$ cat config.mk
export PLATFORM = sky130hd
export DESIGN_NAME = fetch_buffer
export DESIGN_NICKNAME = d
export VERILOG_FILES = /design/src/design/fetch_pkg.sv /design/src/design/fetch_buffer.sv
export SDC_FILE = /design/constraint.sdc
export NUM_CORES = 1
export LEC_CHECK = 0
export ABC_AREA = 1
export BUFFER_PORTS_ARGS = -buffer_cell sky130_fd_sc_hd__buf_2
export CELL_PAD_IN_SITES_DETAIL_PLACEMENT = 0
export CELL_PAD_IN_SITES_GLOBAL_PLACEMENT = 1
export CORE_MARGIN = 5
export CORE_UTILIZATION = 13
export CTS_CLUSTER_SIZE = 28
export DETAILED_ROUTE_END_ITERATION = 8
export PLACE_DENSITY_LB_ADDON = 0.1
export REMOVE_ABC_BUFFERS = 1
export SLEW_MARGIN = 15
export SYNTH_ARGS = -nofsm -noshare
export SYNTH_HDL_FRONTEND = slang
export SYNTH_SLANG_ARGS = --single-unit
$ cat constraint.sdc
create_clock -name clk -period 0.8 [get_ports clk]
set_input_delay 0.04 -clock clk [delete_from_list [all_inputs] [get_ports clk]]
set_output_delay 0.04 -clock clk [all_outputs]
set_load 0.05 [all_outputs]
$ cat src/design/program.hex
// one 16-bit halfword per line in address order, mixing 16-bit and 32-bit encodings
0001
0093
0010
4505
0113
0020
0505
0001
0193
0030
8082
0213
0040
0001
4585
0001

$ cat src/design/fetch_pkg.sv
package fetch_pkg;

  localparam int xlen = 32;
  localparam int imem_depth = 256;
  localparam int imem_bits = $clog2(imem_depth);
  localparam int btb_entries = 16;
  localparam int btb_bits = $clog2(btb_entries);
  localparam int btb_tag_bits = xlen - btb_bits - 1;
  localparam int ras_depth = 4;
  localparam int ras_bits = $clog2(ras_depth);

  localparam logic [xlen-1:0] reset_pc = '0;
  localparam logic [xlen-1:0] nop_instr = 32'h0000_0013;  // addi x0, x0, 0.
  localparam logic [15:0] fill_half = 16'h0001;  // c.nop fills memory past the image.
  localparam logic [1:0] ctr_weak_nt = 2'b01;

  // reason the fetch pc changed, in priority order.
  typedef enum logic [2:0] {
    redir_trap,
    redir_mret,
    redir_repair,
    redir_pred_return,
    redir_pred_jump,
    redir_fence,
    redir_seq,
    redir_hold
  } redirect_e;

  typedef enum logic {
    csr_mtvec,
    csr_mepc
  } csr_sel_e;

  typedef struct packed {
    logic            trap;
    logic            mret;
    logic [xlen-1:0] mtvec;
    logic [xlen-1:0] mepc;
  } csr_out_t;

  typedef struct packed {
    logic [xlen-1:0] get_pc;
    logic            get_branch;
    logic            get_return;
    logic            get_uncond;
    logic [xlen-1:0] upd_pc;
    logic [xlen-1:0] upd_npc;
    logic [xlen-1:0] upd_addr;
    logic            upd_branch;
    logic            upd_return;
    logic            upd_uncond;
    logic            upd_jump;
    logic            stall;
    logic            clear;
  } bp_in_t;

  typedef struct packed {
    logic            pred_branch;
    logic            pred_jump;
    logic            pred_return;
    logic            pred_uncond;
    logic [xlen-1:0] pred_baddr;
    logic [xlen-1:0] pred_raddr;
  } bp_out_t;

  typedef struct packed {
    logic            valid;
    logic            fence;
    logic [xlen-1:0] addr;
  } mem_req_t;

  typedef struct packed {
    logic            ready;
    logic [xlen-1:0] rdata;
  } mem_rsp_t;

  // feedback from decode (d_), execute (e_), memory (m_) and writeback (w_).
  typedef struct packed {
    logic [xlen-1:0] d_pc;
    logic [xlen-1:0] d_npc;
    logic            d_branch;
    logic            d_return_pop;
    logic            d_jump_uncond;
    logic [xlen-1:0] e_pc;
    logic [xlen-1:0] e_npc;
    logic [xlen-1:0] e_address;
    logic            e_branch;
    logic            e_return_push;
    logic            e_jump_uncond;
    logic            e_jump;
    logic            m_fence;
    logic            w_clear;
    logic            d_stall;
    logic            e_stall;
    logic            m_stall;
    logic [xlen-1:0] f_pc;  // pc fetched after the instruction now in execute.
    logic            f_taken;
  } backend_t;

  typedef struct packed {
    logic [xlen-1:0] pc;
    logic [xlen-1:0] instr;
    logic            taken;
    redirect_e       src;
  } fetch_out_t;

endpackage

$ cat src/design/fetch_buffer.sv
`timescale 1ns/10ps

module fetch_buffer (
  input  logic                clk,
  input  logic                rst,
  input  fetch_pkg::mem_req_t mem_req,
  output fetch_pkg::mem_rsp_t mem_rsp
);
  import fetch_pkg::*;

  logic [15:0]          mem [imem_depth];
  logic [imem_bits-1:0] lo_idx;
  logic [imem_bits-1:0] hi_idx;
  logic                 in_range;
  logic                 flush;  // buffer flush after a fence.

  initial begin
    for (int i = 0; i < imem_depth; i++) begin
      mem[i] = fill_half;
    end
    $readmemh("/design/src/design/program.hex", mem);  // one halfword per entry.
  end

  // any halfword may start an instruction, so two halfwords are read.
  always_comb begin
    lo_idx = mem_req.addr[imem_bits:1];
    hi_idx = lo_idx + 1'b1;  // wraps at the top of memory.
    in_range = (mem_req.addr[xlen-1:imem_bits+1] == '0);

    mem_rsp.ready = mem_req.valid & ~flush;
    if (in_range) begin
      mem_rsp.rdata = {mem[hi_idx], mem[lo_idx]};
    end else begin
      mem_rsp.rdata = nop_instr;
    end
  end

  always_ff @(posedge clk) begin
    if (!rst) begin
      flush <= 1'b0;
    end else begin
      flush <= mem_req.valid & mem_req.fence;  // one not-ready cycle per fence.
    end
  end

endmodule

---- Yosys cells after proc, flatten, opt, wreduce, memory -nomap -nowiden ----
Cells that the tools add are included.
operators by class
  muxes and demuxes ....................... 1
  bitwise operators ....................... 3
  reductions and logical operators ........ 1
operators by type and width
  operator          number
  $mux 32           1
  $logic_not 23->1  1
  $and 1x1->1       2
  $not 1->1         1
storage, ports and cells
  bits of input ports ..................... 36
  register bits after elaboration ......... 1
  output and inout port bits .............. 33
  logic and storage cells ................. 6

---- Logic depth before layout (Yosys ltp) ----
  depth after elaboration ................. 2
  gate-level depth with buffers ........... 6
  depth with buffers taken out ............ 5

---- Worst setup path after synthesis ----
Ideal clock, no wire load.
  kind .................................... input to output
  start point ............................. input mem_req[24] in the netlist's numbering
  end point ............................... output mem_rsp[4] in the netlist's numbering
  arrival time ............................ 1.091 ns
  required time ........................... 0.760 ns
  slack ................................... -0.331 ns
  stages .................................. 5
  cell sequence ........................... nor2_1 -> nand2_1 -> nor2_1 -> nand3_1 -> buf_4
RTL lines
  item         line               text
  from (decl)  fetch_buffer.sv:6  input fetch_pkg::mem_req_t mem_req,
  to (decl)    fetch_buffer.sv:7  output fetch_pkg::mem_rsp_t mem_rsp

==> flow_metrics.py <==
metrics = {
    "sta": {
        "rsz0062_at_grt": "yes",
        "finalCritPeriodShare": 0.985,
        "fin_crit_ns": 0.788,
        "setup_viol_count_final": 0,
        "hold_viol": 0,
        "fmax_ghz": 1.27,
        "drv_slew": 0,
    },
    "worst_setup_path": {
        "worstSetupPathType": "in -> out",
        "arrival_ns": 0.75,
        "endpoint_kind": "primary output",
        "cp.required_ns": 0.76,
        "crit_fanout": 2,
        "startpoint": "mem_req[29]",
        "crit_path_start_kind": "input pin",
    },
    "die": {
        "core_area_um2": 2730,
        "die_w_um": 63.4,
        "top_level_ports": 69,
        "rows": 19,
        "start_util": 0.135,
        "dieArea_um2": 4020,
        "die_h_um": 63.4,
    },
    "synthesis": {
        "synth_top_family_by_area": "buffers and inverters",
        "yosys_warnings": 0,
        "syn_inst": 63,
        "ys_types": 7,
        "syn-cell-area_um2": 370,
        "ys_seq_area_frac": 0.0541,
        "ys_ff_latch": 1,
        "synth_fa_ha_area_frac": 0,
        "synth_compound_area_frac": 0,
        "synth_area_per_cell_um2": 5.88,
        "synth_xor_area_frac": 0,
        "yosys-mux-area-fraction": 0,
        "yosys.area_share.simple": 0.267,
    },
    "place": {
        "numPortBuffers": 30,
        "detailedPlacementHpwl_um": 795,
        "place.gp.congestion": 0.549,
    },
    "routing": {
        "via_per_inst": 2.87,
        "dr_wl_met3_um": 133,
        "top_layer": "met3",
        "vias": 344,
        "post_drt_wl_per_cell_um": 6.93,
        "met2_length_um": 501,
        "drc": 0,
        "drt_iter0_drc": 2,
        "wl_met1_um": 195,
        "ant_nets": 0,
        "routed_wl_um": 831,
        "drt-pass1-iter-count": 3,
    },
    "min_path": {
        "hold_class": "in -> reg",
        "hold_end": "flush",
        "worstHoldStart": "mem_req[32]",
        "holdPathStages": 3,
    },
    "cells_and_area": {
        "largest_register_ff_count": 1,
        "top_regs": "flush x1",
        "layout_common_cells": "conb_1, buf_2, buf_6",
        "insertedDiodeCount": 0,
        "final_nets": 127,
        "regMostFlops": "flush",
        "final_common_cell": "conb_1",
        "syn_to_final_growth_pct": 50.7,
        "fillCellCount": 320,
        "layout-drive-gt1-share": 0.494,
        "final_util": 0.204,
    },
    "status": {
        "status": "completed",
    },
    "power_and_ir_drop": {
        "p_per_area_nw_per_um2": 898,
        "leakage_nw": 0.295,
        "fin_total_pwr_uw": 501,
        "peakVddDrop_uv": 389,
    },
    "grt": {
        "grt_usage": 0.0284,
        "overflow": 0,
        "grt_pass1_vias": 263,
        "antenna_found_initial": 0,
        "grt_max_degree": 3,
        "grt_pass1_wl_um": 1000,
    },
    "run": {
        "maxCapViolations": 0,
    },
    "cts": {
        "clk_pin_slew_ns": 0,
    },
}
==> kinds of logic after synthesis <==
family | Yosys count
buffers and inverters | 34
DFF | 1
other | 2
and+or+nand+nor | 26
==> worst max-delay path by stage <==
stage | to | slack, ns | cells past startpoint
2_1_floorplan | mem_rsp[1] | -0.28 | 4
5_1_grt | mem_rsp[16] | -0.04 | 7
6_report | mem_rsp[16] | 0.01 | 7
4_1_cts | mem_rsp[16] | -0.04 | 7
3_3_place_gp | mem_rsp[16] | -0.11 | 7
3_5_place_dp | mem_rsp[16] | -0.13 | 7
==> synthesized netlist by cell type <==
cell / count / share of area
nand2_1: 8 / 0.081
inv_1: 3 / 0.030
dfxtp_1: 1 / 0.054
nor2_1: 17 / 0.17
conb_1: 2 / 0.020
nand3_1: 1 / 0.014
buf_4: 31 / 0.63
==> layout make-up <==
class | count | area, µm² | share of cell area
inverters | 3 | 11.3 | 0.0202
multi-input cells | 55 | 263 | 0.471
flip-flops and latches | 1 | 20.0 | 0.0359
well taps | 31 | 38.8 | 0.0695
repair buffers | 30 | 225 | 0.404
==> routing by layer <==
metal	GRT usage	vias up
met5	0	-
met4	0	0
met3	0.00355	0
met2	0.0635	26
met1	0.0276	141
li1	-	177
==> power breakdown <==
group | switching [mW] | internal, mW | total (mW)
combinational | 0.356 | 0.0919 | 0.448
sequential | 0.000413 | 0.0529 | 0.0533
clock | 0 | 0 | 0
total | 0.357 | 0.145 | 0.501
==> timing repair <==
action / CTS / global route
hold buffers: 0 / 0
pin swaps: 6 / 15
gates resized for setup: 10 / 23
buffers inserted: 0 / 0
setup endpoints to repair: 3 / 3
==> through the flow <==
| step | hold WS [ns] | setup TNS (ns) | std cells | cell area [µm²] | setup WS, ns |
|---|---|---|---|---|---|
| floorplan | 0.154 | -0.984 | 59 | 239 | -0.285 |
| global placement | 0.263 | -0.196 | 120 | 428 | -0.110 |
| detailed placement | 0.264 | -0.241 | 120 | 428 | -0.129 |
| CTS | 0.264 | -0.0672 | 120 | 463 | -0.0376 |
| global route | 0.295 | -0.109 | 120 | 558 | -0.0388 |
| finish | 0.260 | 0 | 120 | 558 | 0.0121 |
==> critical path, cell delays in order <==
cell,delay (ns)
buf_6,0.09
nor2_2,0.08
nand2_1,0.07
nor2_2,0.13
nand2_1,0.07
nor2_2,0.10
buf_6,0.16
Note: power is estimated with default switching activity, not from simulation.
