### src/design/fetch_pkg.sv
package fetch_pkg;

  localparam int xlen = 32;
  localparam int imem_depth = 256;
  localparam int imem_bits = $clog2(imem_depth);
  localparam int btb_entries = 16;
  localparam int btb_bits = $clog2(btb_entries);
  localparam int btb_tag_bits = xlen - btb_bits - 1;
  localparam int ras_depth = 4;
  localparam int ras_bits = $clog2(ras_depth);

  localparam logic [xlen-1:0] reset_pc = '0;
  localparam logic [xlen-1:0] nop_instr = 32'h0000_0013;  // addi x0, x0, 0.
  localparam logic [15:0] fill_half = 16'h0001;  // c.nop fills memory past the image.
  localparam logic [1:0] ctr_weak_nt = 2'b01;

  // reason the fetch pc changed, in priority order.
  typedef enum logic [2:0] {
    redir_trap,
    redir_mret,
    redir_repair,
    redir_pred_return,
    redir_pred_jump,
    redir_fence,
    redir_seq,
    redir_hold
  } redirect_e;

  typedef enum logic {
    csr_mtvec,
    csr_mepc
  } csr_sel_e;

  typedef struct packed {
    logic            trap;
    logic            mret;
    logic [xlen-1:0] mtvec;
    logic [xlen-1:0] mepc;
  } csr_out_t;

  typedef struct packed {
    logic [xlen-1:0] get_pc;
    logic            get_branch;
    logic            get_return;
    logic            get_uncond;
    logic [xlen-1:0] upd_pc;
    logic [xlen-1:0] upd_npc;
    logic [xlen-1:0] upd_addr;
    logic            upd_branch;
    logic            upd_return;
    logic            upd_uncond;
    logic            upd_jump;
    logic            stall;
    logic            clear;
  } bp_in_t;

  typedef struct packed {
    logic            pred_branch;
    logic            pred_jump;
    logic            pred_return;
    logic            pred_uncond;
    logic [xlen-1:0] pred_baddr;
    logic [xlen-1:0] pred_raddr;
  } bp_out_t;

  typedef struct packed {
    logic            valid;
    logic            fence;
    logic [xlen-1:0] addr;
  } mem_req_t;

  typedef struct packed {
    logic            ready;
    logic [xlen-1:0] rdata;
  } mem_rsp_t;

  // feedback from decode (d_), execute (e_), memory (m_) and writeback (w_).
  typedef struct packed {
    logic [xlen-1:0] d_pc;
    logic [xlen-1:0] d_npc;
    logic            d_branch;
    logic            d_return_pop;
    logic            d_jump_uncond;
    logic [xlen-1:0] e_pc;
    logic [xlen-1:0] e_npc;
    logic [xlen-1:0] e_address;
    logic            e_branch;
    logic            e_return_push;
    logic            e_jump_uncond;
    logic            e_jump;
    logic            m_fence;
    logic            w_clear;
    logic            d_stall;
    logic            e_stall;
    logic            m_stall;
    logic [xlen-1:0] f_pc;  // pc fetched after the instruction now in execute.
    logic            f_taken;
  } backend_t;

  typedef struct packed {
    logic [xlen-1:0] pc;
    logic [xlen-1:0] instr;
    logic            taken;
    redirect_e       src;
  } fetch_out_t;

endpackage

### src/design/trap_csr.sv
`timescale 1ns/10ps

module trap_csr (
  input  logic                      clk,
  input  logic                      rst,
  input  logic                      trap_req,
  input  logic                      mret_req,
  input  logic [fetch_pkg::xlen-1:0] trap_epc,
  input  logic                      csr_we,
  input  fetch_pkg::csr_sel_e       csr_sel,
  input  logic [fetch_pkg::xlen-1:0] csr_wdata,
  output fetch_pkg::csr_out_t       csr_out
);
  import fetch_pkg::*;

  logic [xlen-1:0] mtvec;
  logic [xlen-1:0] mepc;
  logic [xlen-1:0] wdata_aligned;

  assign wdata_aligned = {csr_wdata[xlen-1:1], 1'b0};

  always_ff @(posedge clk) begin
    if (!rst) begin
      mtvec <= '0;
      mepc <= '0;
    end else begin
      if (trap_req) begin
        mepc <= {trap_epc[xlen-1:1], 1'b0};  // trap capture beats a CSR write.
      end else if (csr_we && csr_sel == csr_mepc) begin
        mepc <= wdata_aligned;
      end
      if (csr_we && csr_sel == csr_mtvec) begin
        mtvec <= wdata_aligned;
      end
    end
  end

  always_comb begin
    csr_out.trap = trap_req;
    csr_out.mret = mret_req & ~trap_req;  // a trap in the same cycle wins.
    csr_out.mtvec = mtvec;
    csr_out.mepc = mepc;
  end

endmodule

### config.mk
export PLATFORM = sky130hd
export DESIGN_NAME = trap_csr
export DESIGN_NICKNAME = d
export VERILOG_FILES = /design/src/design/fetch_pkg.sv /design/src/design/trap_csr.sv
export SDC_FILE = /design/constraint.sdc
export NUM_CORES = 1
export LEC_CHECK = 0
export BUFFER_PORTS_ARGS = -buffer_cell sky130_fd_sc_hd__buf_2
export CAP_MARGIN = 15
export CORE_UTILIZATION = 25
export DETAILED_ROUTE_END_ITERATION = 10
export GPL_ROUTABILITY_DRIVEN = 0
export GPL_TIMING_DRIVEN = 0
export PLACE_DENSITY = 0.6
export SYNTH_ARGS = -nofsm -noshare
export SYNTH_HDL_FRONTEND = slang
export SYNTH_SLANG_ARGS = --single-unit
### constraint.sdc
create_clock -name clk -period 1.1 [get_ports clk]
set_clock_uncertainty 0.05 [all_clocks]
set_input_delay 0.11 -clock clk [delete_from_list [all_inputs] [get_ports clk]]
set_output_delay 0.11 -clock clk [all_outputs]
set_load 0.02 [all_outputs]
Yosys cells after proc, flatten, opt, wreduce, memory -nomap -nowiden
Cells that the tools add are included.

storage, ports and cells
  register bits after elaboration = 62
  memories kept = 0
  output and inout port bits = 66
  bits in latches = 0
  memory bits (read-only) = 0
  input port bits = 70
  word-level logic and storage cells = 10
  bits in writable memories = 0

cells by class
  bitwise gates (word level) = 3
  mux-type cells = 2
  $add $sub $neg = 0
  magnitude comparators = 0
  shift operators = 0
  eq/ne operators = 0
  multiply operators = 0
  div/mod/pow operators = 0
  reductions and logical operators = 3

operator list
  cell               number
  $mux 32            2
  $logic_and 1x1->1  2
  $not 1->1          2
  $reduce_bool 2->1  1
  $and 1x1->1        1

Longest topological paths before layout
Gate-level depths: netlist of run 1.

  word-level depth = 3
  gate-level depth with buffers = 5
  gate-level depth less buffers = 3

Worst setup path after synthesis of run 1
OpenSTA, ideal clock, no wires.

  kind = input-to-reg
  start point = input port csr_sel
  end point = register mepc[25]
  data required time = 0.914 ns
  cell stages on the path = 5
  slack = 0.275 ns
  buffers on the path = 2
  library setup time = 0.137 ns
  arrival time = 0.638 ns
  cells stage by stage = and2_1 buf_2 buf_4 nand2_1 a31oi_1

between the ends
  cells in the longest elaborated chain, start to end = 2

RTL lines
  element                             line            text
  from (decl)                         trap_csr.sv:10  input fetch_pkg::csr_sel_e csr_sel,
  $logic_and 1x1->1                   trap_csr.sv:29  end else if (csr_we && csr_sel == csr_mepc) begin
  $reduce_bool 2->1 (no source line)  n/a
  to (signal assigned)                trap_csr.sv:28  mepc <= {trap_epc[xlen-1:1], 1'b0};
  to (signal assigned)                trap_csr.sv:30  mepc <= wdata_aligned;
  to (decl)                           trap_csr.sv:17  logic [xlen-1:0] mepc;

No other way between the ends.
A chain may end at the register's enable or synchronous reset.

Worst setup path in the final report of run 1
  start point = register mepc[31]
  end point = output port csr_out[31] in the netlist's numbering

RTL lines
  element    line            text
  to (decl)  trap_csr.sv:12  output fetch_pkg::csr_out_t csr_out

No word-level cell between the ends.

==> results.py, run 1 <==
metrics = {
    "layout": {
        "num_antenna_cells": 0,
        "finalNetCount": 558,
        "postLayoutCoreUtil_pct": 40.5,
        "post-route-cell-area_um2": 3800,
        "post_route_cells_drive_above_1_share_pct": 32.7,
        "area_growth_pct": 54.2,
        "finalNonFillerCells": 621,
    },
    "power": {
        "int_pwr_w": 0.00403,
        "p_sw_share_pct": 27.2,
        "power_leakage_nw": 1.74,
        "seqPwrFrac_pct": 44.3,
        "share_clk_of_total_power_pct": 38.6,
        "vdd_ir_drop_max_mv": 0.551,
        "power_per_cell_area_nw_per_um2": 1460,
        "power_frac_comb_pct": 17.1,
        "switching_power_w": 0.00151,
    },
    "synthesis": {
        "syn_area_um2": 2460,
        "synth_top_area_share_pct": 50.4,
        "synth.area.top_cells": "sky130_fd_sc_hd__dfxtp_1 (50%), sky130_fd_sc_hd__nand2_1 (19%), sky130_fd_sc_hd__a31oi_1 (7.9%)",
        "ys_warn_count": 0,
        "ys_ff_latch": 62,
        "synth.distinct_cells": 16,
        "synth_largest_area_cell": "sky130_fd_sc_hd__dfxtp_1",
        "synth_cells": 314,
        "postSynthAreaPerCell_um2": 7.85,
        "synth-seq-area-share_pct": 50.4,
    },
    "cts": {
        "htree_levels": 3,
        "cts_tree": "built",
        "cts_made_buffers": 9,
        "post_cts_buffers": 0,
        "cts-root-to-sink-buffers": 2,
        "clock_tree.root_cell": "sky130_fd_sc_hd__clkbuf_8",
        "clk-insertion-delay-late_ps": 330,
        "clock-sinks": 62,
        "cts.reportedPaths.clkPinSlew_ps": 70,
    },
    "run_status": {
        "status": "completed",
    },
    "place": {
        "hpwlAfterDp_mm": 6.00,
        "number_of_cells_after_detailed_placement": 575,
        "placement.io_buffers": 131,
        "placed_area_um2": 3280,
    },
    "setup_path": {
        "path_cells": "buf_2",
        "cp-end-kind": "output port",
        "worstPathArrival_ps": 870,
        "worst-r2r-setup-slack_ps": 380,
        "slowest_stage": "sky130_fd_sc_hd__dfxtp_1",
        "cpPeakStageDelay_ps": 360,
        "timing.setup.critical_path_class": "reg2out",
        "worstPathMaxFanout": 2,
        "critical_path_buf_inv_count": 1,
        "critPathRequiredTime_ps": 940,
        "rr_startpoint": "mepc[31]",
        "reg2reg_to": "mepc[31]",
        "startpoint": "mepc[31]",
        "worst_path_dominant_cell_family": "flip-flops",
        "critPathLaunchType": "register",
        "worstRegToRegCells": 2,
    },
    "worst_hold_path": {
        "hold_path_depth": 3,
        "timing.hold.worst_endpoint": "mepc[23]",
        "hold_path.class": "in2reg",
        "worstHoldStart": "trap_epc[23]",
    },
    "timing": {
        "post-route-min-period_ps": 1030,
        "finalCritPeriodShare_pct": 93.2,
        "number_of_failing_setup_endpoints_in_the_final_timing_report": 0,
        "report.final.slew_viol_count": 0,
        "total_count_of_hold_check_failures_in_the_final_report": 0,
        "rsz0062_at_grt": "false",
        "fmaxAchievable_ghz": 0.976,
    },
    "detailed_routing": {
        "drt-wirelength-per-cell_um": 13.5,
        "drt_drc_violations_left": 0,
        "routed_via_density": 4.41,
        "drt_first_pass_iters": 5,
        "via_count": 2740,
        "drt_first_iter_violations": 83,
        "detail-route-antenna-nets": 0,
        "route.final.wire_length_mm": 8.36,
    },
    "die": {
        "height_of_the_chip_um": 101,
        "floorplan.die_area_um2": 10300,
        "die_w_um": 101,
        "rows": 35,
        "core_um2": 9370,
        "io_pins": 136,
        "starting_density_of_the_core_pct": 26.3,
    },
    "global_routing": {
        "grt_first_pass_wirelength_mm": 13.2,
        "antenna_found_initial": 0,
        "grt_remaining_overflow": 0,
        "grt_start_max_net_pins": 11,
        "grt_pass1_vias": 2711,
        "global_route.usage.total_pct": 16.8,
    },
    "run": {
        "maxCapViolations": 0,
    },
}
tightest hold or removal path, stage by stage:
cell                      delay [ps]
sky130_fd_sc_hd__buf_2            80
sky130_fd_sc_hd__o21ai_1          50
sky130_fd_sc_hd__a31oi_1         120
worst max-delay path by stage:
stage / end / depth (start not counted)
after floorplan: mepc[25] / 5
after global placement: mepc[19] / 5
after detailed placement: mepc[18] / 5
after CTS: csr_out[31] / 1
after global routing: csr_out[9] / 1
final: csr_out[31] / 1
through the flow:
step / setup WS [ps] / TNS, ps / power [W] / hold WS (ps)
floorplan: 275 / 0 / 0.00298 / 195
global placement: -132 / -2390 / 0.00335 / 315
detailed placement: -161 / -3520 / 0.00337 / 320
CTS: 57.5 / 0 / 0.00561 / 3.30
global route: 9.40 / 0 / 0.00581 / 6.21
finish: 75.0 / 0 / 0.00554 / 14.6
flip-flops by register name (all words and copies together), names as in the netlist:
signal  cells
mtvec      31
mepc       31
per-layer routing:
layer / GRT usage [%] / vias to the layer above / wire, um
met5: 0 / - / 0
met4: 5.35 / 0 / 89
met3: 4.49 / 8 / 512
met2: 27.5 / 111 / 3780
met1: 21.5 / 1233 / 3990
li1: - / 1388 / -
cell usage in the layout (no fill, tap or decap):
cell type,netlist,final
sky130_fd_sc_hd__conb_1,1,2
sky130_fd_sc_hd__bufinv_16,0,2
sky130_fd_sc_hd__clkbuf_1,14,14
sky130_fd_sc_hd__a21boi_1,10,10
sky130_fd_sc_hd__buf_2,8,139
sky130_fd_sc_hd__and2b_1,1,1
sky130_fd_sc_hd__nand2_1,125,125
sky130_fd_sc_hd__and2_1,1,1
sky130_fd_sc_hd__nand2b_1,1,1
sky130_fd_sc_hd__inv_2,1,1
sky130_fd_sc_hd__buf_4,6,6
sky130_fd_sc_hd__clkbuf_2,0,1
sky130_fd_sc_hd__a21boi_0,21,21
sky130_fd_sc_hd__o21ai_1,6,6
sky130_fd_sc_hd__dlygate4sd3_1,0,31
sky130_fd_sc_hd__nor2b_1,1,1
sky130_fd_sc_hd__dfxtp_1,62,62
sky130_fd_sc_hd__o21ai_0,25,25
sky130_fd_sc_hd__clkbuf_8,0,9
sky130_fd_sc_hd__a31oi_1,31,31
sky130_fd_sc_hd__clkinv_2,0,3
cell usage after synthesis:
cell type,count
sky130_fd_sc_hd__nand2_1,125
sky130_fd_sc_hd__dfxtp_1,62
sky130_fd_sc_hd__a31oi_1,31
sky130_fd_sc_hd__o21ai_0,25
sky130_fd_sc_hd__a21boi_0,21
sky130_fd_sc_hd__clkbuf_1,14
sky130_fd_sc_hd__a21boi_1,10
sky130_fd_sc_hd__buf_2,8
sky130_fd_sc_hd__buf_4,6
sky130_fd_sc_hd__o21ai_1,6
sky130_fd_sc_hd__and2_1,1
sky130_fd_sc_hd__and2b_1,1
sky130_fd_sc_hd__conb_1,1
sky130_fd_sc_hd__inv_2,1
sky130_fd_sc_hd__nand2b_1,1
sky130_fd_sc_hd__nor2b_1,1
layout make-up:
| cell class | count | area, um2 |
|---|---|---|
| inverters | 1 | 3.75 |
| clock inverters | 5 | 75.1 |
| multi-input cells | 224 | 1080 |
| clock buffers | 10 | 128 |
| well taps | 129 | 161 |
| plain buffers | 28 | 139 |
| flip-flops and latches | 62 | 1240 |
| fillers | 1023 | 5570 |
| repair buffers | 162 | 966 |
power by group through the flow:
stage	clock [W]	combinational (W)	sequential, W
after detailed placement	0	0.000868	0.00250
after CTS	0.00220	0.000955	0.00245
after global routing	0.00230	0.00105	0.00247
final	0.00214	0.000945	0.00245
after global placement	0	0.000856	0.00250
after floorplan	0	0.000315	0.00266
repair_timing:
| action | CTS | global route |
|---|---|---|
| hold buffers | 31 | 0 |
| hold endpoints to repair | 55 | 0 |
| setup endpoints to repair | 0 | 1 |
| gates resized for setup | 0 | 2 |
cells by family (layout without fill, tap and decap cells):
logic type	count (synthesis)	in the layout	synth area share [%]
AOI/OAI and AO/OA	93	93	23.6
buffers and inverters	29	206	5.74
DFF	62	62	50.4
other	1	2	0.152
and+or+nand+nor	129	129	20.1
Note: power is estimated with default switching activity, not from simulation.
==> run 2, diff against run 1 <==
CTS_BUF_LIST = sky130_fd_sc_hd__clkbuf_8 sky130_fd_sc_hd__clkbuf_16   (was not set)
PLACE_DENSITY = 0.52   (was 0.6)
==> run 2 against run 1 <==
  * Global-route usage is 0.059 points lower
  * Hold slack better by 5.0 ps
  * Register-to-register slack hardly changed
  * Maximum frequency is 0.94% higher
  * Utilization is 0.99 points higher
  * Routed wire length is 0.22% lower
  * Clock-buffer cell count is 1 higher
  * Sequential power hardly changed
  * Total power is 7.7% higher
  * Flip-flop and latch count stayed put
  * Critical path depth stayed put
  * First-iteration DRC count is 37% lower
==> results.py, run 2 (synthesis results as in run 1) <==
metrics = {
    "setup_path": {
        "worstRegToRegCells": 2,
        "critPathLaunchType": "register",
        "cpPeakStageDelay_ps": 340,
        "reg2reg_to": "mepc[8]",
        "path_cells": "buf_2",
        "critical_path_buf_inv_count": 1,
        "crit_path_end": "csr_out[49]",
        "slowest_stage": "sky130_fd_sc_hd__dfxtp_1",
        "timing.setup.critical_path_class": "reg2out",
        "worst_path_dominant_cell_family": "flip-flops",
        "critPathRequiredTime_ps": 940,
        "cp-end-kind": "output port",
        "worst-r2r-setup-slack_ps": 390,
        "startpoint": "mtvec[17]",
        "rr_startpoint": "mepc[8]",
        "critical_path_depth": 1,
        "worstPathMaxFanout": 2,
        "worstPathArrival_ps": 860,
    },
    "global_routing": {
        "use_met3_pct": 3.73,
        "grt_first_pass_wirelength_mm": 13.3,
        "grt_start_max_net_pins": 12,
        "grt_pass1_vias": 2637,
        "grt_remaining_overflow": 0,
        "gr-usage-met2_pct": 27.4,
        "grt_most_used_layer": "met2",
        "antenna_found_initial": 0,
        "global_route.usage.total_pct": 16.7,
        "gr-usage-met1_pct": 21.6,
    },
    "layout": {
        "most_common_cell_after_layout_fill_and_taps_aside": "sky130_fd_sc_hd__buf_2",
        "finalNonFillerCells": 626,
        "num_antenna_cells": 0,
        "filler_cell_count": 1029,
        "most_frequent_cells_in_the_layout": "sky130_fd_sc_hd__buf_2 (139), sky130_fd_sc_hd__nand2_1 (125), sky130_fd_sc_hd__dfxtp_1 (62), sky130_fd_sc_hd__dlygate4sd3_1 (35), sky130_fd_sc_hd__a31oi_1 (31)",
        "finalNetCount": 562,
        "biggestRegsByFlops": "mepc (31), mtvec (31)",
        "area_growth_pct": 57.9,
        "post_route_cells_drive_above_1_share_pct": 32.6,
    },
    "place": {
        "hpwlAfterDp_mm": 5.96,
        "placement.io_buffers": 131,
        "number_of_cells_after_detailed_placement": 575,
    },
    "cts": {
        "clock-sinks": 62,
        "post_cts_resized": 0,
        "cts-root-to-sink-buffers": 2,
        "htree_levels": 3,
        "cts_hold_buffers": 35,
        "post_cts_buffers": 0,
        "clock_tree.root_cell": "sky130_fd_sc_hd__clkbuf_8",
        "cts_made_buffers": 9,
        "clk-insertion-delay-late_ps": 320,
        "cts_tree": "built",
        "cts.reportedPaths.clkPinSlew_ps": 80,
    },
    "power": {
        "share_clk_of_total_power_pct": 42.9,
        "switching_power_w": 0.00155,
        "power_leakage_nw": 1.77,
        "power_per_cell_area_nw_per_um2": 1530,
        "power_frac_comb_pct": 16.1,
        "seqPwrFrac_pct": 41.1,
        "int_pwr_w": 0.00441,
        "vdd_ir_drop_max_mv": 0.586,
        "p_sw_share_pct": 25.9,
    },
    "die": {
        "rows": 35,
        "floorplan.die_area_um2": 10300,
        "height_of_the_chip_um": 101,
        "die_w_um": 101,
        "core_um2": 9370,
        "starting_density_of_the_core_pct": 26.3,
        "io_pins": 136,
    },
    "timing": {
        "least_margin_pin_slew_ps": 524,
        "post-route-min-period_ps": 1020,
        "rsz0062_at_grt": "false",
        "report.final.slew_viol_count": 0,
        "fmaxAchievable_ghz": 0.985,
        "number_of_failing_setup_endpoints_in_the_final_timing_report": 0,
        "total_count_of_hold_check_failures_in_the_final_report": 0,
        "finalCritPeriodShare_pct": 92.3,
        "slew-limit-headroom_pct": 65.1,
        "timing.setup.tns_ps": 0,
    },
    "detailed_routing": {
        "via_count": 2741,
        "drt_first_iter_violations": 52,
        "drt_drc_violations_left": 0,
        "drt-wirelength-per-cell_um": 13.3,
        "routed_via_density": 4.38,
        "detail-route-antenna-nets": 0,
        "route.final.wire_length_mm": 8.35,
        "drt_first_pass_iters": 6,
    },
    "worst_hold_path": {
        "hold_path.class": "in2reg",
    },
    "run_status": {
        "status": "completed",
    },
    "run": {
        "maxCapViolations": 0,
    },
}
run 2: cell count changes in the layout (fill, tap and decap cells not counted), sizes merged:
cell and delta:
dlygate4sd3 +4, bufinv +1, clkbuf +1, clkinv -3, clkinvlp +2
run 2: area by class of cell:
class                   instances  area (um2)  share of cell area [%]
plain buffers                  28         138                    3.54
clock buffers                  11         151                    3.89
clock inverters                 5         105                    2.70
inverters                       1        3.75                  0.0965
multi-input cells             224        1080                    27.9
flip-flops and latches         62        1240                    31.9
well taps                     129         161                    4.15
repair buffers                166        1010                    25.9
run 2: through the flow:
stage | utilization [%] | total power, W | hold slack, ps | setup slack, ps | cell area [um2]
after floorplan | - | 0.00298 | 195 | 275 | 2470
after global routing | 41.5 | 0.00627 | 11.9 | 21.3 | 3890
after CTS | 41.5 | 0.00605 | 0.849 | 65.5 | 3890
after global placement | 35.0 | 0.00336 | 318 | -168 | 3280
final | 41.5 | 0.00596 | 19.6 | 84.6 | 3890
after detailed placement | 35.0 | 0.00337 | 325 | -186 | 3280
run 2: per-layer routing:
metal	vias up	part of all wire, %
li1	1396	-
met1	1252	47
met2	84	47
met3	9	5.1
met4	0	1.1
met5	-	0
run 2: how the worst min path moves through the flow:
stage | slack (ps) | start | end | cells after the start
finish | 20 | trap_epc[18] | mepc[18] | 3
global route | 10 | trap_epc[11] | mepc[11] | 3
CTS | 0.8 | trap_epc[16] | mepc[16] | 3
detailed placement | 330 | csr_wdata[18] | mtvec[18] | 3
global placement | 320 | csr_wdata[4] | mtvec[4] | 3
floorplan | 190 | csr_wdata[11] | mtvec[11] | 2
run 2: power groups by stage:
stage	sequential, W	clock (W)	combinational [W]
3_5_place_dp	0.00250	0	0.000871
6_report	0.00245	0.00255	0.000958
3_3_place_gp	0.00250	0	0.000861
5_1_grt	0.00246	0.00275	0.00106
4_1_cts	0.00245	0.00263	0.000968
2_1_floorplan	0.00266	0	0.000315
