`config.mk`:
```
export PLATFORM = sky130hd
export DESIGN_NAME = branch_predictor
export DESIGN_NICKNAME = d
export VERILOG_FILES = /design/src/design/fetch_pkg.sv /design/src/design/branch_predictor.sv
export SDC_FILE = /design/constraint.sdc
export NUM_CORES = 1
export LEC_CHECK = 0
export ABC_AREA = 1
export BUFFER_PORTS_ARGS = -buffer_cell sky130_fd_sc_hd__buf_2
export CELL_PAD_IN_SITES_DETAIL_PLACEMENT = 1
export CELL_PAD_IN_SITES_GLOBAL_PLACEMENT = 1
export CORE_MARGIN = 4
export CORE_UTILIZATION = 34
export CTS_CLUSTER_DIAMETER = 40
export DETAILED_ROUTE_END_ITERATION = 10
export PLACE_DENSITY_LB_ADDON = 0.08
export SYNTH_ARGS = -nofsm -noshare
export SYNTH_HDL_FRONTEND = slang
export SYNTH_SLANG_ARGS = --single-unit
```
`constraint.sdc`:
```
create_clock -name clk -period 3.76 [get_ports clk]
set_input_delay 0.188 -clock clk [delete_from_list [all_inputs] [get_ports clk]]
set_output_delay 0.188 -clock clk [all_outputs]
set_load 0.02 [all_outputs]
```
`src/design/fetch_pkg.sv`:
```
package fetch_pkg;

  localparam int xlen = 32;
  localparam int imem_depth = 256;
  localparam int imem_bits = $clog2(imem_depth);
  localparam int btb_entries = 16;
  localparam int btb_bits = $clog2(btb_entries);
  localparam int btb_tag_bits = xlen - btb_bits - 1;
  localparam int ras_depth = 4;
  localparam int ras_bits = $clog2(ras_depth);

  localparam logic [xlen-1:0] reset_pc = '0;
  localparam logic [xlen-1:0] nop_instr = 32'h0000_0013;  // addi x0, x0, 0.
  localparam logic [15:0] fill_half = 16'h0001;  // c.nop fills memory past the image.
  localparam logic [1:0] ctr_weak_nt = 2'b01;

  // reason the fetch pc changed, in priority order.
  typedef enum logic [2:0] {
    redir_trap,
    redir_mret,
    redir_repair,
    redir_pred_return,
    redir_pred_jump,
    redir_fence,
    redir_seq,
    redir_hold
  } redirect_e;

  typedef enum logic {
    csr_mtvec,
    csr_mepc
  } csr_sel_e;

  typedef struct packed {
    logic            trap;
    logic            mret;
    logic [xlen-1:0] mtvec;
    logic [xlen-1:0] mepc;
  } csr_out_t;

  typedef struct packed {
    logic [xlen-1:0] get_pc;
    logic            get_branch;
    logic            get_return;
    logic            get_uncond;
    logic [xlen-1:0] upd_pc;
    logic [xlen-1:0] upd_npc;
    logic [xlen-1:0] upd_addr;
    logic            upd_branch;
    logic            upd_return;
    logic            upd_uncond;
    logic            upd_jump;
    logic            stall;
    logic            clear;
  } bp_in_t;

  typedef struct packed {
    logic            pred_branch;
    logic            pred_jump;
    logic            pred_return;
    logic            pred_uncond;
    logic [xlen-1:0] pred_baddr;
    logic [xlen-1:0] pred_raddr;
  } bp_out_t;

  typedef struct packed {
    logic            valid;
    logic            fence;
    logic [xlen-1:0] addr;
  } mem_req_t;

  typedef struct packed {
    logic            ready;
    logic [xlen-1:0] rdata;
  } mem_rsp_t;

  // feedback from decode (d_), execute (e_), memory (m_) and writeback (w_).
  typedef struct packed {
    logic [xlen-1:0] d_pc;
    logic [xlen-1:0] d_npc;
    logic            d_branch;
    logic            d_return_pop;
    logic            d_jump_uncond;
    logic [xlen-1:0] e_pc;
    logic [xlen-1:0] e_npc;
    logic [xlen-1:0] e_address;
    logic            e_branch;
    logic            e_return_push;
    logic            e_jump_uncond;
    logic            e_jump;
    logic            m_fence;
    logic            w_clear;
    logic            d_stall;
    logic            e_stall;
    logic            m_stall;
    logic [xlen-1:0] f_pc;  // pc fetched after the instruction now in execute.
    logic            f_taken;
  } backend_t;

  typedef struct packed {
    logic [xlen-1:0] pc;
    logic [xlen-1:0] instr;
    logic            taken;
    redirect_e       src;
  } fetch_out_t;

endpackage

```
`src/design/branch_predictor.sv`:
```
`timescale 1ns/10ps

module branch_predictor (
  input  logic               clk,
  input  logic               rst,
  input  fetch_pkg::bp_in_t  bp_in,
  output fetch_pkg::bp_out_t bp_out
);
  import fetch_pkg::*;

  logic                    btb_valid [btb_entries];
  logic [1:0]              btb_cnt [btb_entries];
  logic [btb_tag_bits-1:0] btb_tag [btb_entries];
  logic [xlen-1:0]         btb_target [btb_entries];
  logic [xlen-1:0]         ras [ras_depth];

  logic [btb_bits-1:0]     get_idx;
  logic [btb_bits-1:0]     upd_idx;
  logic [btb_tag_bits-1:0] upd_tag;
  logic                    get_hit;
  logic                    upd_hit;
  logic                    upd_en;
  logic [1:0]              cnt_base;
  logic [1:0]              cnt_next;
  logic [ras_bits-1:0]     ras_ptr;  // next free slot.
  logic [ras_bits-1:0]     ras_top;
  logic [ras_bits:0]       ras_cnt;
  logic                    ras_push;
  logic                    ras_pop;

  always_comb begin
    get_idx = bp_in.get_pc[btb_bits:1];
    get_hit = btb_valid[get_idx] && btb_tag[get_idx] == bp_in.get_pc[xlen-1:btb_bits+1];
    ras_top = ras_ptr - 1'b1;

    bp_out.pred_branch = bp_in.get_branch & get_hit;
    bp_out.pred_jump = get_hit & btb_cnt[get_idx][1];
    bp_out.pred_uncond = bp_in.get_uncond & get_hit;
    bp_out.pred_return = bp_in.get_return & (ras_cnt != '0);
    bp_out.pred_baddr = btb_target[get_idx];
    bp_out.pred_raddr = ras[ras_top];

    upd_idx = bp_in.upd_pc[btb_bits:1];
    upd_tag = bp_in.upd_pc[xlen-1:btb_bits+1];
    upd_hit = btb_valid[upd_idx] && btb_tag[upd_idx] == upd_tag;
    upd_en = (bp_in.upd_branch | bp_in.upd_uncond) & ~bp_in.stall;

    // a new entry starts from weakly not-taken before this outcome is counted.
    cnt_base = upd_hit ? btb_cnt[upd_idx] : ctr_weak_nt;
    if (bp_in.upd_jump) begin
      cnt_next = (cnt_base == 2'b11) ? cnt_base : cnt_base + 2'b01;
    end else begin
      cnt_next = (cnt_base == 2'b00) ? cnt_base : cnt_base - 2'b01;
    end

    ras_push = bp_in.upd_return & ~bp_in.stall;
    ras_pop = bp_out.pred_return & ~bp_in.stall;
  end

  always_ff @(posedge clk) begin
    if (!rst) begin
      for (int i = 0; i < btb_entries; i++) begin
        btb_valid[i] <= 1'b0;
        btb_cnt[i] <= ctr_weak_nt;
      end
    end else if (upd_en) begin
      btb_valid[upd_idx] <= 1'b1;
      btb_cnt[upd_idx] <= cnt_next;
    end
  end

  always_ff @(posedge clk) begin
    if (upd_en) begin
      btb_tag[upd_idx] <= upd_tag;
      if (bp_in.upd_jump) begin
        btb_target[upd_idx] <= bp_in.upd_addr;  // a not-taken branch keeps its target.
      end
    end
  end

  always_ff @(posedge clk) begin
    if (!rst || bp_in.clear) begin
      ras_ptr <= '0;
      ras_cnt <= '0;
    end else if (ras_push && !ras_pop) begin
      ras_ptr <= ras_ptr + 1'b1;  // the oldest entry is overwritten when full.
      if (ras_cnt != ras_depth) begin
        ras_cnt <= ras_cnt + 1'b1;
      end
    end else if (ras_pop && !ras_push) begin
      ras_ptr <= ras_top;
      ras_cnt <= ras_cnt - 1'b1;
    end
  end

  // a push and a pop together replace the top entry.
  always_ff @(posedge clk) begin
    if (ras_push) begin
      ras[ras_pop ? ras_top : ras_ptr] <= bp_in.upd_npc;
    end
  end

endmodule

```
Word-level counts from Yosys, hierarchy flattened
Memory sizes are Yosys's and may differ from the RTL's.
Cells that the tools add are included.

word-level totals
  register bits = 5
  input bits = 139
  memories = 5
  memory bits (writable) = 1120

operators by class
  reduce and logical (&&, ||, !) cells = 14
  eq/ne operators = 5
  bitwise logic cells = 9
  multiplexer cells = 26
  add/sub/neg operators = 6

memories
  memory      words  bits a word  read ports  clocked after memory_dff  write ports  line                    RTL
  btb_target  16     32           1           0                         1            branch_predictor.sv:14  logic [xlen-1:0] btb_target [btb_entries];
  btb_tag     16     27           2           0                         1            branch_predictor.sv:13  logic [btb_tag_bits-1:0] btb_tag [btb_entries];
  ras         4      32           1           0                         1            branch_predictor.sv:15  logic [xlen-1:0] ras [ras_depth];
  btb_cnt     16     2            2           0                         16           branch_predictor.sv:12  logic [1:0] btb_cnt [btb_entries];
  btb_valid   16     1            2           0                         16           branch_predictor.sv:11  logic btb_valid [btb_entries];

operators with widths
  kind                 count
  $eq 27x27->1         2
  $mux 2               8
  $mux 1               13
  $mux 3               3
  $mux 4               2
  $and 1x1->1          7
  $add 2x1->2 const B  2
  $logic_and 1x1->1    4
  $sub 2x1->2 const B  2
  $add 3x1->3 const B  1
  $logic_not 1->1      3
  $ne 3x3->1 const B   1
  $reduce_bool 3->1    1
  $sub 3x1->3 const B  1
  $eq 2x2->1 const B   1
  $logic_not 2->1      1
  $ne 2x1->1 const B   1
  $reduce_and 2->1     1
  $reduce_bool 2->1    1
  $reduce_or 2->1      1
  $logic_or 1x1->1     1
  $not 1->1            1
  $or 1x1->1           1
  $reduce_or 1->1      1

Longest topological paths before layout
Gate-level depths: netlist (run 1).
An unclocked memory read counts as a cell.

  word-level depth = 8
  mapped depth = 23
  mapped depth without buffers = 19

Worst setup path after synthesis (run 1)
OpenSTA, ideal clock, no wires.

  path kind = register to register
  start point = register ras_cnt[0]
  end point = memory ras[2][0], enable pin
  data required time = 3339 ps
  setup time = 421 ps
  path buffers = 0
  stages on the path, launching flop included = 8
  path slack = 284 ps
  arrival = 3055 ps
  cells stage by stage = dfxtp_1 -> nor2_1 -> a21boi_0 -> nand2_1 -> nand2_1 -> o21ai_0 -> or2_2 -> nor2_1

RTL lines
  what                    line                    RTL
  start, declared         branch_predictor.sv:27  logic [ras_bits:0] ras_cnt;
  start signal, assigned  branch_predictor.sv:88  ras_cnt <= ras_cnt + 1'b1;
  start signal, assigned  branch_predictor.sv:92  ras_cnt <= ras_cnt - 1'b1;
  end, declared           branch_predictor.sv:15

==> metrics.txt, run 1 <==
# TYPE chip_impl_metric gauge
chip_impl_info{name="timing_worst_setup_path_type",value="reg2out"} 1
chip_impl_metric{name="worst-r2r-setup-slack",unit="ns"} 0.92
chip_impl_metric{name="cellPowerDensity",unit="nW/um^2"} 567.0
chip_impl_metric{name="net_count_of_the_mapped_netlist",unit=""} 4818
chip_impl_info{name="synth_top_cell_by_area",value="sky130_fd_sc_hd__edfxtp_1"} 1
chip_impl_metric{name="finalHoldViolCount",unit=""} 0
chip_impl_metric{name="timing.max_cap.violations",unit=""} 0
chip_impl_info{name="run_status",value="finished, final reports clean"} 1
chip_impl_info{name="setup.worst_path.end_class",value="primary output"} 1
chip_impl_metric{name="setup-tns-final",unit="ns"} 0
chip_impl_metric{name="wl_per_cell",unit="um"} 24.19
chip_impl_metric{name="initial_utilization",unit="%"} 34.19
chip_impl_metric{name="syn_area_per_cell",unit="sq um"} 10.64
chip_impl_metric{name="cts-root-to-sink-buffers",unit=""} 3
chip_impl_metric{name="dr_total_vias",unit=""} 36896
chip_impl_metric{name="fin_crit_sh",unit="%"} 90.29
chip_impl_metric{name="slew_headroom",unit="%"} 31.18
chip_impl_metric{name="worst-path-max-fanout",unit=""} 3
chip_impl_metric{name="synth_async_sr_flop_share",unit="%"} 0
chip_impl_metric{name="placeableCoreArea",unit="sq um"} 145600
chip_impl_metric{name="dr.pass1.iters",unit=""} 5
chip_impl_metric{name="nNetsFinal",unit=""} 5147
chip_impl_metric{name="number_of_warnings_printed_during_yosys_synthesis",unit=""} 0
chip_impl_metric{name="groute.usage.overall",unit="%"} 22.33
chip_impl_metric{name="synthDominantCellAreaShare",unit="%"} 66.60
chip_impl_metric{name="ys_types",unit=""} 39
chip_impl_metric{name="final-max-slew-violation-count",unit=""} 0
chip_impl_metric{name="worstSkewPairLatency",unit="ns"} 0.79
chip_impl_metric{name="critical_path.max_stage_delay",unit="ns"} 0.39
chip_impl_metric{name="cts-htree-levels",unit=""} 4
chip_impl_metric{name="critPathBufInv",unit=""} 2
chip_impl_metric{name="post-route-worst-setup-slack",unit="ns"} 0.3650
chip_impl_metric{name="drc",unit=""} 0
chip_impl_metric{name="grt_first_pass_wirelength",unit="mm"} 252.8
chip_impl_metric{name="drive_above_1_share",unit="%"} 14.21
chip_impl_info{name="min_to",value="ras_ptr[0]"} 1
chip_impl_metric{name="fp-row-count",unit=""} 140
chip_impl_metric{name="drt-total-wl",unit="mm"} 171.9
chip_impl_info{name="synth-main-ff-cell",value="sky130_fd_sc_hd__edfxtp_1"} 1
chip_impl_metric{name="dp_slack",unit="ns"} 0.4097
chip_impl_info{name="worst_path_max_delay_cell",value="sky130_fd_sc_hd__o211ai_1"} 1
chip_impl_metric{name="die_w",unit="um"} 390.6
chip_impl_metric{name="synth.cell_area",unit="sq um"} 49770
chip_impl_metric{name="seq_power_share",unit="%"} 40.0
chip_impl_metric{name="detail_route.vias_per_cell",unit=""} 5.193
chip_impl_metric{name="number_of_antenna_violations_at_the_first_check_in_global_routing",unit=""} 13
chip_impl_metric{name="io-pin-count",unit=""} 207
chip_impl_info{name="ys_top_cells_by_area",value="sky130_fd_sc_hd__edfxtp_1 (67%), sky130_fd_sc_hd__nand2_1 (9.3%), sky130_fd_sc_hd__o21ai_0 (5.8%)"} 1
chip_impl_metric{name="grt_pass1_vias",unit=""} 38476
chip_impl_metric{name="largest_net_degree_at_the_start_of_global_routing",unit=""} 131
chip_impl_metric{name="min_path_cells",unit=""} 5
chip_impl_metric{name="global_route.overflow_total",unit=""} 0
chip_impl_metric{name="postLayoutCoreUtil",unit="%"} 42.61
chip_impl_metric{name="numPortBuffers",unit=""} 204
chip_impl_info{name="rsz0062_at_grt",value="no"} 1
chip_impl_metric{name="iter_0_drt_violations",unit=""} 2161
chip_impl_metric{name="p_int",unit="uW"} 26620
chip_impl_metric{name="tritoncts_num_sinks",unit=""} 1125
chip_impl_metric{name="peakVddDrop",unit="mV"} 0.5785
chip_impl_info{name="tritoncts",value="built"} 1
chip_impl_metric{name="gp_routability_congestion",unit=""} 0.7686
chip_impl_metric{name="fp.dieArea",unit="sq um"} 152600
chip_impl_metric{name="cp_data_required_time",unit="ns"} 3.57
chip_impl_metric{name="hpwl",unit="mm"} 94.84
chip_impl_metric{name="power.static_leakage",unit="uW"} 0.02267
chip_impl_metric{name="cts.clk_slew.worst_paths",unit="ns"} 0.05
chip_impl_metric{name="net_switching_power_figure",unit="uW"} 8552
chip_impl_metric{name="power_frac_comb",unit="%"} 7.2
chip_impl_metric{name="setup_viol",unit=""} 0
chip_impl_info{name="r2r_start",value="btb_tag[9][8]"} 1
chip_impl_metric{name="clock.fmax",unit="GHz"} 0.2945
chip_impl_info{name="clockRootBuffer",value="sky130_fd_sc_hd__clkbuf_16"} 1
chip_impl_metric{name="cp_data_arrival_time",unit="ns"} 3.21
chip_impl_info{name="reg2reg_to",value="btb_cnt[3][1]"} 1
chip_impl_info{name="sort_of_element_at_the_start_of_the_critical_path",value="flip-flop"} 1
chip_impl_metric{name="cts_resized",unit=""} 0
chip_impl_metric{name="die_height",unit="um"} 390.6
chip_impl_info{name="crit_path_cell_trace",value="o21ai_0 > o21ai_0 > o211ai_1 > nand2_1 > nand2_1 > o21ai_0 > inv_1 > nand2_1 > nor2_1 > nand3_1 > nor3_1 > buf_2"} 1
chip_impl_metric{name="min_period",unit="ns"} 3.395
chip_impl_metric{name="synth_enable_flop_cells",unit=""} 1104
chip_impl_metric{name="antenna_violating_nets_post_route",unit=""} 0
chip_impl_metric{name="worst_slew_pin_slew",unit="ns"} 1.032
chip_impl_metric{name="r2r_cells",unit=""} 19
chip_impl_metric{name="tritoncts.num_buffers",unit=""} 202
chip_impl_metric{name="p_sw_share",unit="%"} 24.32
chip_impl_info{name="min-delay-start",value="bp_in[1]"} 1
chip_impl_metric{name="synth_cells",unit=""} 4676
chip_impl_metric{name="area_growth_syn_to_fin",unit="%"} 24.61
chip_impl_info{name="worstHoldPathType",value="in2reg"} 1
chip_impl_info{name="cpLargestDelayFamily",value="compound AO/OA/AOI/OAI gates"} 1
chip_impl_metric{name="fin_skew",unit="ns"} 0.04181
chip_impl_metric{name="ys_seq_area_share",unit="%"} 67.45
chip_impl_metric{name="pwr-share-clk",unit="%"} 52.8
chip_impl_metric{name="yosys_register_bits",unit=""} 1125
-- flip-flops by register name, summed over array words and instances, names as in the netlist --
name / count
btb_target: 512
btb_tag: 432
ras: 128
btb_cnt: 32
btb_valid: 16
ras_cnt: 3
ras_ptr: 2
-- metrics by stage --
| step | area (sq um) | cells | hold WS, ns | power [uW] |
|---|---|---|---|---|
| after floorplan | 49770 | 4676 | 0.2869 | 15620 |
| after global placement | 54040 | 6622 | 0.4044 | 16750 |
| after detailed placement | 54040 | 6622 | 0.4035 | 16780 |
| after CTS | 62010 | 7098 | 0.02792 | 35560 |
| after global routing | 62010 | 7100 | 0.09416 | 36440 |
| final | 62020 | 7105 | 0.07349 | 35170 |
-- cell type report --
| cell class | instances | area, sq um |
|---|---|---|
| clock buffers | 229 | 5156 |
| inverters | 223 | 864.6 |
| fillers | 15670 | 83540 |
| flip-flops and latches | 1125 | 33570 |
| multi-input cells | 3012 | 14350 |
| diodes | 7 | 17.52 |
| clock inverters | 151 | 1853 |
| well taps | 1917 | 2399 |
| repair buffers | 441 | 3809 |
-- worst max path at each step --
| stage | from | endpoint | slack, ns | depth (start not counted) |
|---|---|---|---|---|
| after floorplan | ras_cnt[0] | ras[2][0] | 0.28 | 7 |
| after global placement | bp_in[73] | btb_cnt[3][1] | 0.43 | 19 |
| after detailed placement | bp_in[73] | btb_cnt[3][1] | 0.41 | 19 |
| after CTS | btb_tag[2][22] | bp_out[67] | 0.28 | 13 |
| after global routing | btb_tag[2][16] | bp_out[64] | 0.009 | 13 |
| final | btb_tag[14][23] | bp_out[67] | 0.36 | 12 |
-- logic make-up after synthesis --
family | Yosys count | share of synthesized area, %
xor+xnor | 9 | 0.1584
flops | 1125 | 67.45
buf+inv | 539 | 4.344
compound gates | 1076 | 12.92
simple gates | 1924 | 15.03
fa+ha+maj | 3 | 0.09049
-- worst register-to-register path, delay by kind of cell, from the launching register on --
| kind | cells | cell delay, ns |
|---|---|---|
| buffers and inverters | 2 | 0.35 |
| DFF | 1 | 0.38 |
| and+or+nand+nor | 15 | 1.77 |
| AOI/OAI and AO/OA | 2 | 0.20 |
-- power groups by stage --
| stage | Sequential, uW | Combinational, uW | Clock, uW |
|---|---|---|---|
| final | 14100 | 2540 | 18600 |
| after global routing | 14100 | 2810 | 19600 |
| after CTS | 14100 | 2580 | 18900 |
| after detailed placement | 14300 | 2480 | 0 |
| after global placement | 14300 | 2460 | 0 |
| after floorplan | 14300 | 1330 | 0 |
-- synth_stat cells (3+ instances only) --
| library cell | number |
|---|---|
| sky130_fd_sc_hd__o21ai_1 | 33 |
| sky130_fd_sc_hd__xor2_1 | 3 |
| sky130_fd_sc_hd__nor2_1 | 507 |
| sky130_fd_sc_hd__o211ai_1 | 159 |
| sky130_fd_sc_hd__nor3_1 | 8 |
| sky130_fd_sc_hd__inv_1 | 217 |
| sky130_fd_sc_hd__o21ai_0 | 572 |
| sky130_fd_sc_hd__o21bai_1 | 12 |
| sky130_fd_sc_hd__a21oi_1 | 91 |
| sky130_fd_sc_hd__nand2_1 | 1230 |
| sky130_fd_sc_hd__o22ai_1 | 46 |
| sky130_fd_sc_hd__buf_2 | 48 |
| sky130_fd_sc_hd__o221ai_1 | 112 |
| sky130_fd_sc_hd__a21boi_0 | 3 |
| sky130_fd_sc_hd__xnor2_1 | 6 |
| sky130_fd_sc_hd__nor2_2 | 12 |
| sky130_fd_sc_hd__buf_4 | 7 |
| sky130_fd_sc_hd__dfxtp_1 | 21 |
| sky130_fd_sc_hd__a22oi_1 | 40 |
| sky130_fd_sc_hd__nand3_1 | 160 |
| sky130_fd_sc_hd__clkbuf_1 | 229 |
| sky130_fd_sc_hd__buf_6 | 7 |
| sky130_fd_sc_hd__edfxtp_1 | 1104 |
| sky130_fd_sc_hd__inv_2 | 4 |
| sky130_fd_sc_hd__buf_1 | 25 |
-- what timing repair did --
item                                    in CTS  in global routing
hold endpoints to repair                  1121                  0
buffers inserted                             0                  0
endpoints found under the setup margin       0                  0
hold buffers                                96                  0
-- placed cells by master, fill, tap and decap left out, types with 8 or more instances in the layout --
master                          count
sky130_fd_sc_hd__inv_1            215
sky130_fd_sc_hd__clkbuf_16        202
sky130_fd_sc_hd__nor2_4            40
sky130_fd_sc_hd__dlygate4sd3_1     96
sky130_fd_sc_hd__o22ai_1           46
sky130_fd_sc_hd__clkinv_4          15
sky130_fd_sc_hd__nor3_1             8
sky130_fd_sc_hd__clkinv_1          31
sky130_fd_sc_hd__nor2_1           466
sky130_fd_sc_hd__clkinvlp_4        20
sky130_fd_sc_hd__o221ai_1         112
sky130_fd_sc_hd__nor2_2            13
sky130_fd_sc_hd__a22oi_1           40
sky130_fd_sc_hd__o21bai_1          12
sky130_fd_sc_hd__a21oi_1           91
sky130_fd_sc_hd__clkinv_16          8
sky130_fd_sc_hd__o21ai_0          572
sky130_fd_sc_hd__o211ai_1         159
sky130_fd_sc_hd__inv_6             11
sky130_fd_sc_hd__o21ai_1           32
sky130_fd_sc_hd__nand3_1          160
sky130_fd_sc_hd__buf_12            58
sky130_fd_sc_hd__edfxtp_1        1104
sky130_fd_sc_hd__buf_2            198
sky130_fd_sc_hd__clkinv_2          30
sky130_fd_sc_hd__clkbuf_1          27
sky130_fd_sc_hd__buf_4             85
sky130_fd_sc_hd__nand2_1         1230
sky130_fd_sc_hd__bufinv_16         28
sky130_fd_sc_hd__dfxtp_1           21
-- metal layers --
metal  up-vias  wire length [um]  GRT usage (%)
met5         -                12              0
met4         2              5311          7.174
met3       282              7093          3.699
met2       737             82250          37.46
met1     18614             77210          29.58
li1      17261                 -              -
(Power assumes the default switching activity.)
==> inputs of run 2 (changes only) <==
- CTS_BUF_LIST: not set -> sky130_fd_sc_hd__clkbuf_2 sky130_fd_sc_hd__clkbuf_4 sky130_fd_sc_hd__clkbuf_8
==> run 2 against run 1 <==
First-iteration DRC count up 3.0%; sequential share of layout area increased by 1.8 points; sequential power hardly changed; worst setup slack worse by 0.072 ns; worst hold slack improved by 0.095 ns; clock power is 31% lower; largest power group is now registers; flip-flop and latch count did not move.
==> metrics.txt, run 2 (synthesis gave the netlist of run 1 again) <==
# TYPE chip_impl_metric gauge
chip_impl_metric{name="numPortBuffers",unit=""} 204
chip_impl_info{name="timing_worst_setup_path_type",value="reg2out"} 1
chip_impl_metric{name="drc",unit=""} 0
chip_impl_metric{name="p_total",unit="uW"} 29540
chip_impl_metric{name="number_of_antenna_violations_at_the_first_check_in_global_routing",unit=""} 12
chip_impl_metric{name="initial_utilization",unit="%"} 34.19
chip_impl_metric{name="net_switching_power_figure",unit="uW"} 7540
chip_impl_metric{name="final_cell_area",unit="sq um"} 60040
chip_impl_metric{name="setup_viol",unit=""} 0
chip_impl_info{name="reg2reg_to",value="ras_ptr[1]"} 1
chip_impl_metric{name="nNetsFinal",unit=""} 5201
chip_impl_metric{name="p_sw_share",unit="%"} 25.52
chip_impl_info{name="run_status",value="finished, final reports clean"} 1
chip_impl_metric{name="tritoncts_num_sinks",unit=""} 1125
chip_impl_metric{name="grt_first_pass_wirelength",unit="mm"} 252.4
chip_impl_info{name="min-delay-start",value="bp_in[0]"} 1
chip_impl_info{name="rsz0062_at_grt",value="no"} 1
chip_impl_info{name="min_to",value="ras_cnt[1]"} 1
chip_impl_metric{name="antenna_violating_nets_post_route",unit=""} 0
chip_impl_metric{name="finalHoldViolCount",unit=""} 0
chip_impl_metric{name="pwr-share-clk",unit="%"} 43.8
chip_impl_metric{name="dr_total_vias",unit=""} 37088
chip_impl_metric{name="timing.max_cap.violations",unit=""} 0
chip_impl_metric{name="die_height",unit="um"} 390.6
chip_impl_metric{name="worst_slew_pin_slew",unit="ns"} 1.013
chip_impl_metric{name="gp_routability_congestion",unit=""} 0.7686
chip_impl_metric{name="area_growth_syn_to_fin",unit="%"} 20.63
chip_impl_info{name="tritoncts",value="built"} 1
chip_impl_info{name="setup.worst_path.end_class",value="primary output"} 1
chip_impl_metric{name="final-max-slew-violation-count",unit=""} 0
chip_impl_metric{name="cts-root-to-sink-buffers",unit=""} 3
chip_impl_metric{name="grt_pass1_vias",unit=""} 38549
chip_impl_metric{name="fp.dieArea",unit="sq um"} 152600
chip_impl_metric{name="cellPowerDensity",unit="nW/um^2"} 492.0
chip_impl_metric{name="seq_power_share",unit="%"} 47.5
chip_impl_metric{name="sequential_cell_area",unit="sq um"} 33570
chip_impl_metric{name="worst-r2r-setup-slack",unit="ns"} 0.81
chip_impl_info{name="sort_of_element_at_the_start_of_the_critical_path",value="flip-flop"} 1
chip_impl_metric{name="largest_register_ff_count",unit=""} 512
chip_impl_metric{name="slew_headroom",unit="%"} 32.46
chip_impl_info{name="worstHoldPathType",value="in2reg"} 1
chip_impl_metric{name="io-pin-count",unit=""} 207
chip_impl_metric{name="hpwl",unit="mm"} 94.84
chip_impl_metric{name="drt-total-wl",unit="mm"} 171.9
chip_impl_metric{name="peakVddDrop",unit="mV"} 0.3417
chip_impl_metric{name="fillCellCount",unit=""} 15926
chip_impl_metric{name="wl_per_cell",unit="um"} 23.95
chip_impl_metric{name="tritoncts.num_buffers",unit=""} 220
chip_impl_metric{name="die_w",unit="um"} 390.6
chip_impl_metric{name="dr.pass1.iters",unit=""} 5
chip_impl_metric{name="global_route.overflow_total",unit=""} 0
chip_impl_metric{name="multi_input_area",unit="sq um"} 14370
chip_impl_metric{name="placeableCoreArea",unit="sq um"} 145600
chip_impl_metric{name="groute.usage.overall",unit="%"} 22.35
chip_impl_metric{name="setup-tns-final",unit="ns"} 0
chip_impl_metric{name="postLayoutCoreUtil",unit="%"} 41.25
chip_impl_info{name="top_regs",value="btb_target: 512 flops, btb_tag: 432 flops, ras: 128 flops"} 1
chip_impl_metric{name="cp_data_arrival_time",unit="ns"} 3.28
chip_impl_info{name="most-common-layout-cells",value="sky130_fd_sc_hd__nand2_1 (1230), sky130_fd_sc_hd__edfxtp_1 (1104), sky130_fd_sc_hd__o21ai_0 (572)"} 1
chip_impl_metric{name="r2r_cells",unit=""} 9
chip_impl_info{name="r2r_start",value="ras_cnt[0]"} 1
chip_impl_metric{name="power.static_leakage",unit="uW"} 0.02188
chip_impl_metric{name="p_int",unit="uW"} 22000
chip_impl_info{name="clockRootBuffer",value="sky130_fd_sc_hd__clkbuf_8"} 1
chip_impl_metric{name="cp_data_required_time",unit="ns"} 3.57
chip_impl_metric{name="clock.fmax",unit="GHz"} 0.2884
chip_impl_metric{name="min_path_cells",unit=""} 5
chip_impl_metric{name="worstSkewPairLatency",unit="ns"} 0.93
chip_impl_metric{name="power_frac_comb",unit="%"} 8.7
chip_impl_info{name="registers.top_by_ff_count",value="btb_target"} 1
chip_impl_metric{name="iter_0_drt_violations",unit=""} 2226
chip_impl_metric{name="fin_crit_sh",unit="%"} 92.20
chip_impl_metric{name="drive_above_1_share",unit="%"} 14.78
chip_impl_metric{name="detailed_place.area",unit="sq um"} 54040
chip_impl_metric{name="cts-htree-levels",unit=""} 4
chip_impl_info{name="mostFrequentLayoutCell",value="sky130_fd_sc_hd__nand2_1"} 1
chip_impl_metric{name="fp-row-count",unit=""} 140
chip_impl_metric{name="worst-path-max-fanout",unit=""} 3
chip_impl_metric{name="min_period",unit="ns"} 3.467
chip_impl_metric{name="detail_route.vias_per_cell",unit=""} 5.167
chip_impl_metric{name="cts.clk_slew.worst_paths",unit="ns"} 0.06
chip_impl_metric{name="largest_net_degree_at_the_start_of_global_routing",unit=""} 131
chip_impl_metric{name="fin_skew",unit="ns"} 0.04480
-- run 2: routing by layer --
layer  GRT usage [%]  vias up  share of wire [%]
met3           3.898      312                4.3
met2           37.70      740                 48
met4           7.065        2                3.0
met5               0        -             0.0076
met1           29.35    18666                 45
li1                -    17368                  -
-- run 2: final cells by class --
type                    count  share of cell area [%]
inverters                 223                   1.440
well taps                1917                   3.995
clock inverters           128                   1.861
flip-flops and latches   1125                   55.91
multi-input cells        3012                   23.93
diodes                     10                 0.04168
repair buffers            477                   6.939
clock buffers             286                   5.879
-- run 2: worst max path at each step --
stage / startpoint / to / slack, ns / cells after the start
3_3_place_gp: bp_in[73] / btb_cnt[3][1] / 0.43 / 19
2_1_floorplan: ras_cnt[0] / ras[2][0] / 0.28 / 7
3_5_place_dp: bp_in[73] / btb_cnt[3][1] / 0.41 / 19
5_1_grt: btb_tag[14][23] / bp_out[64] / 0.03 / 12
6_report: btb_tag[14][23] / bp_out[67] / 0.29 / 12
4_1_cts: btb_tag[2][22] / bp_out[67] / 0.1 / 13
-- run 2: timing repair --
| item | 4_1_cts | 5_1_grt |
|---|---|---|
| setup endpoints to repair | 0 | 3 |
| resized for setup | 0 | 4 |
| hold buffers | 131 | 0 |
| endpoints found under the hold margin | 1170 | 0 |
| setup buffers | 0 | 1 |
-- run 2: power by group through the flow --
| stage | Combinational [uW] | Sequential, uW | Clock [uW] |
|---|---|---|---|
| final | 2570 | 14000 | 12900 |
| after CTS | 2610 | 14000 | 13300 |
| after global routing | 2840 | 14000 | 13900 |
| after detailed placement | 2480 | 14300 | 0 |
| after global placement | 2460 | 14300 | 0 |
| after floorplan | 1330 | 14300 | 0 |
-- run 2: critical path: stages, from the launching register on --
cell and delay [ns]:
sky130_fd_sc_hd__edfxtp_1 0.39, sky130_fd_sc_hd__o21ai_0 0.16, sky130_fd_sc_hd__o21ai_0 0.10, sky130_fd_sc_hd__o211ai_1 0.40, sky130_fd_sc_hd__nand2_1 0.11, sky130_fd_sc_hd__nand2_1 0.08, sky130_fd_sc_hd__o21ai_0 0.18, sky130_fd_sc_hd__inv_2 0.20
sky130_fd_sc_hd__nand2_1 0.07, sky130_fd_sc_hd__nor2_1 0.08, sky130_fd_sc_hd__nand3_1 0.15, sky130_fd_sc_hd__nor3_1 0.23, sky130_fd_sc_hd__buf_2 0.20
-- run 2: metrics by stage --
step                instances  worst slack, ns  hold WS, ns
finish                   7178           0.2932       0.1689
global route             7173          0.03256       0.1168
CTS                      7167          0.09786      0.05693
detailed placement       6622           0.4097       0.4035
global placement         6622           0.4323       0.4044
floorplan                4676           0.2837       0.2869
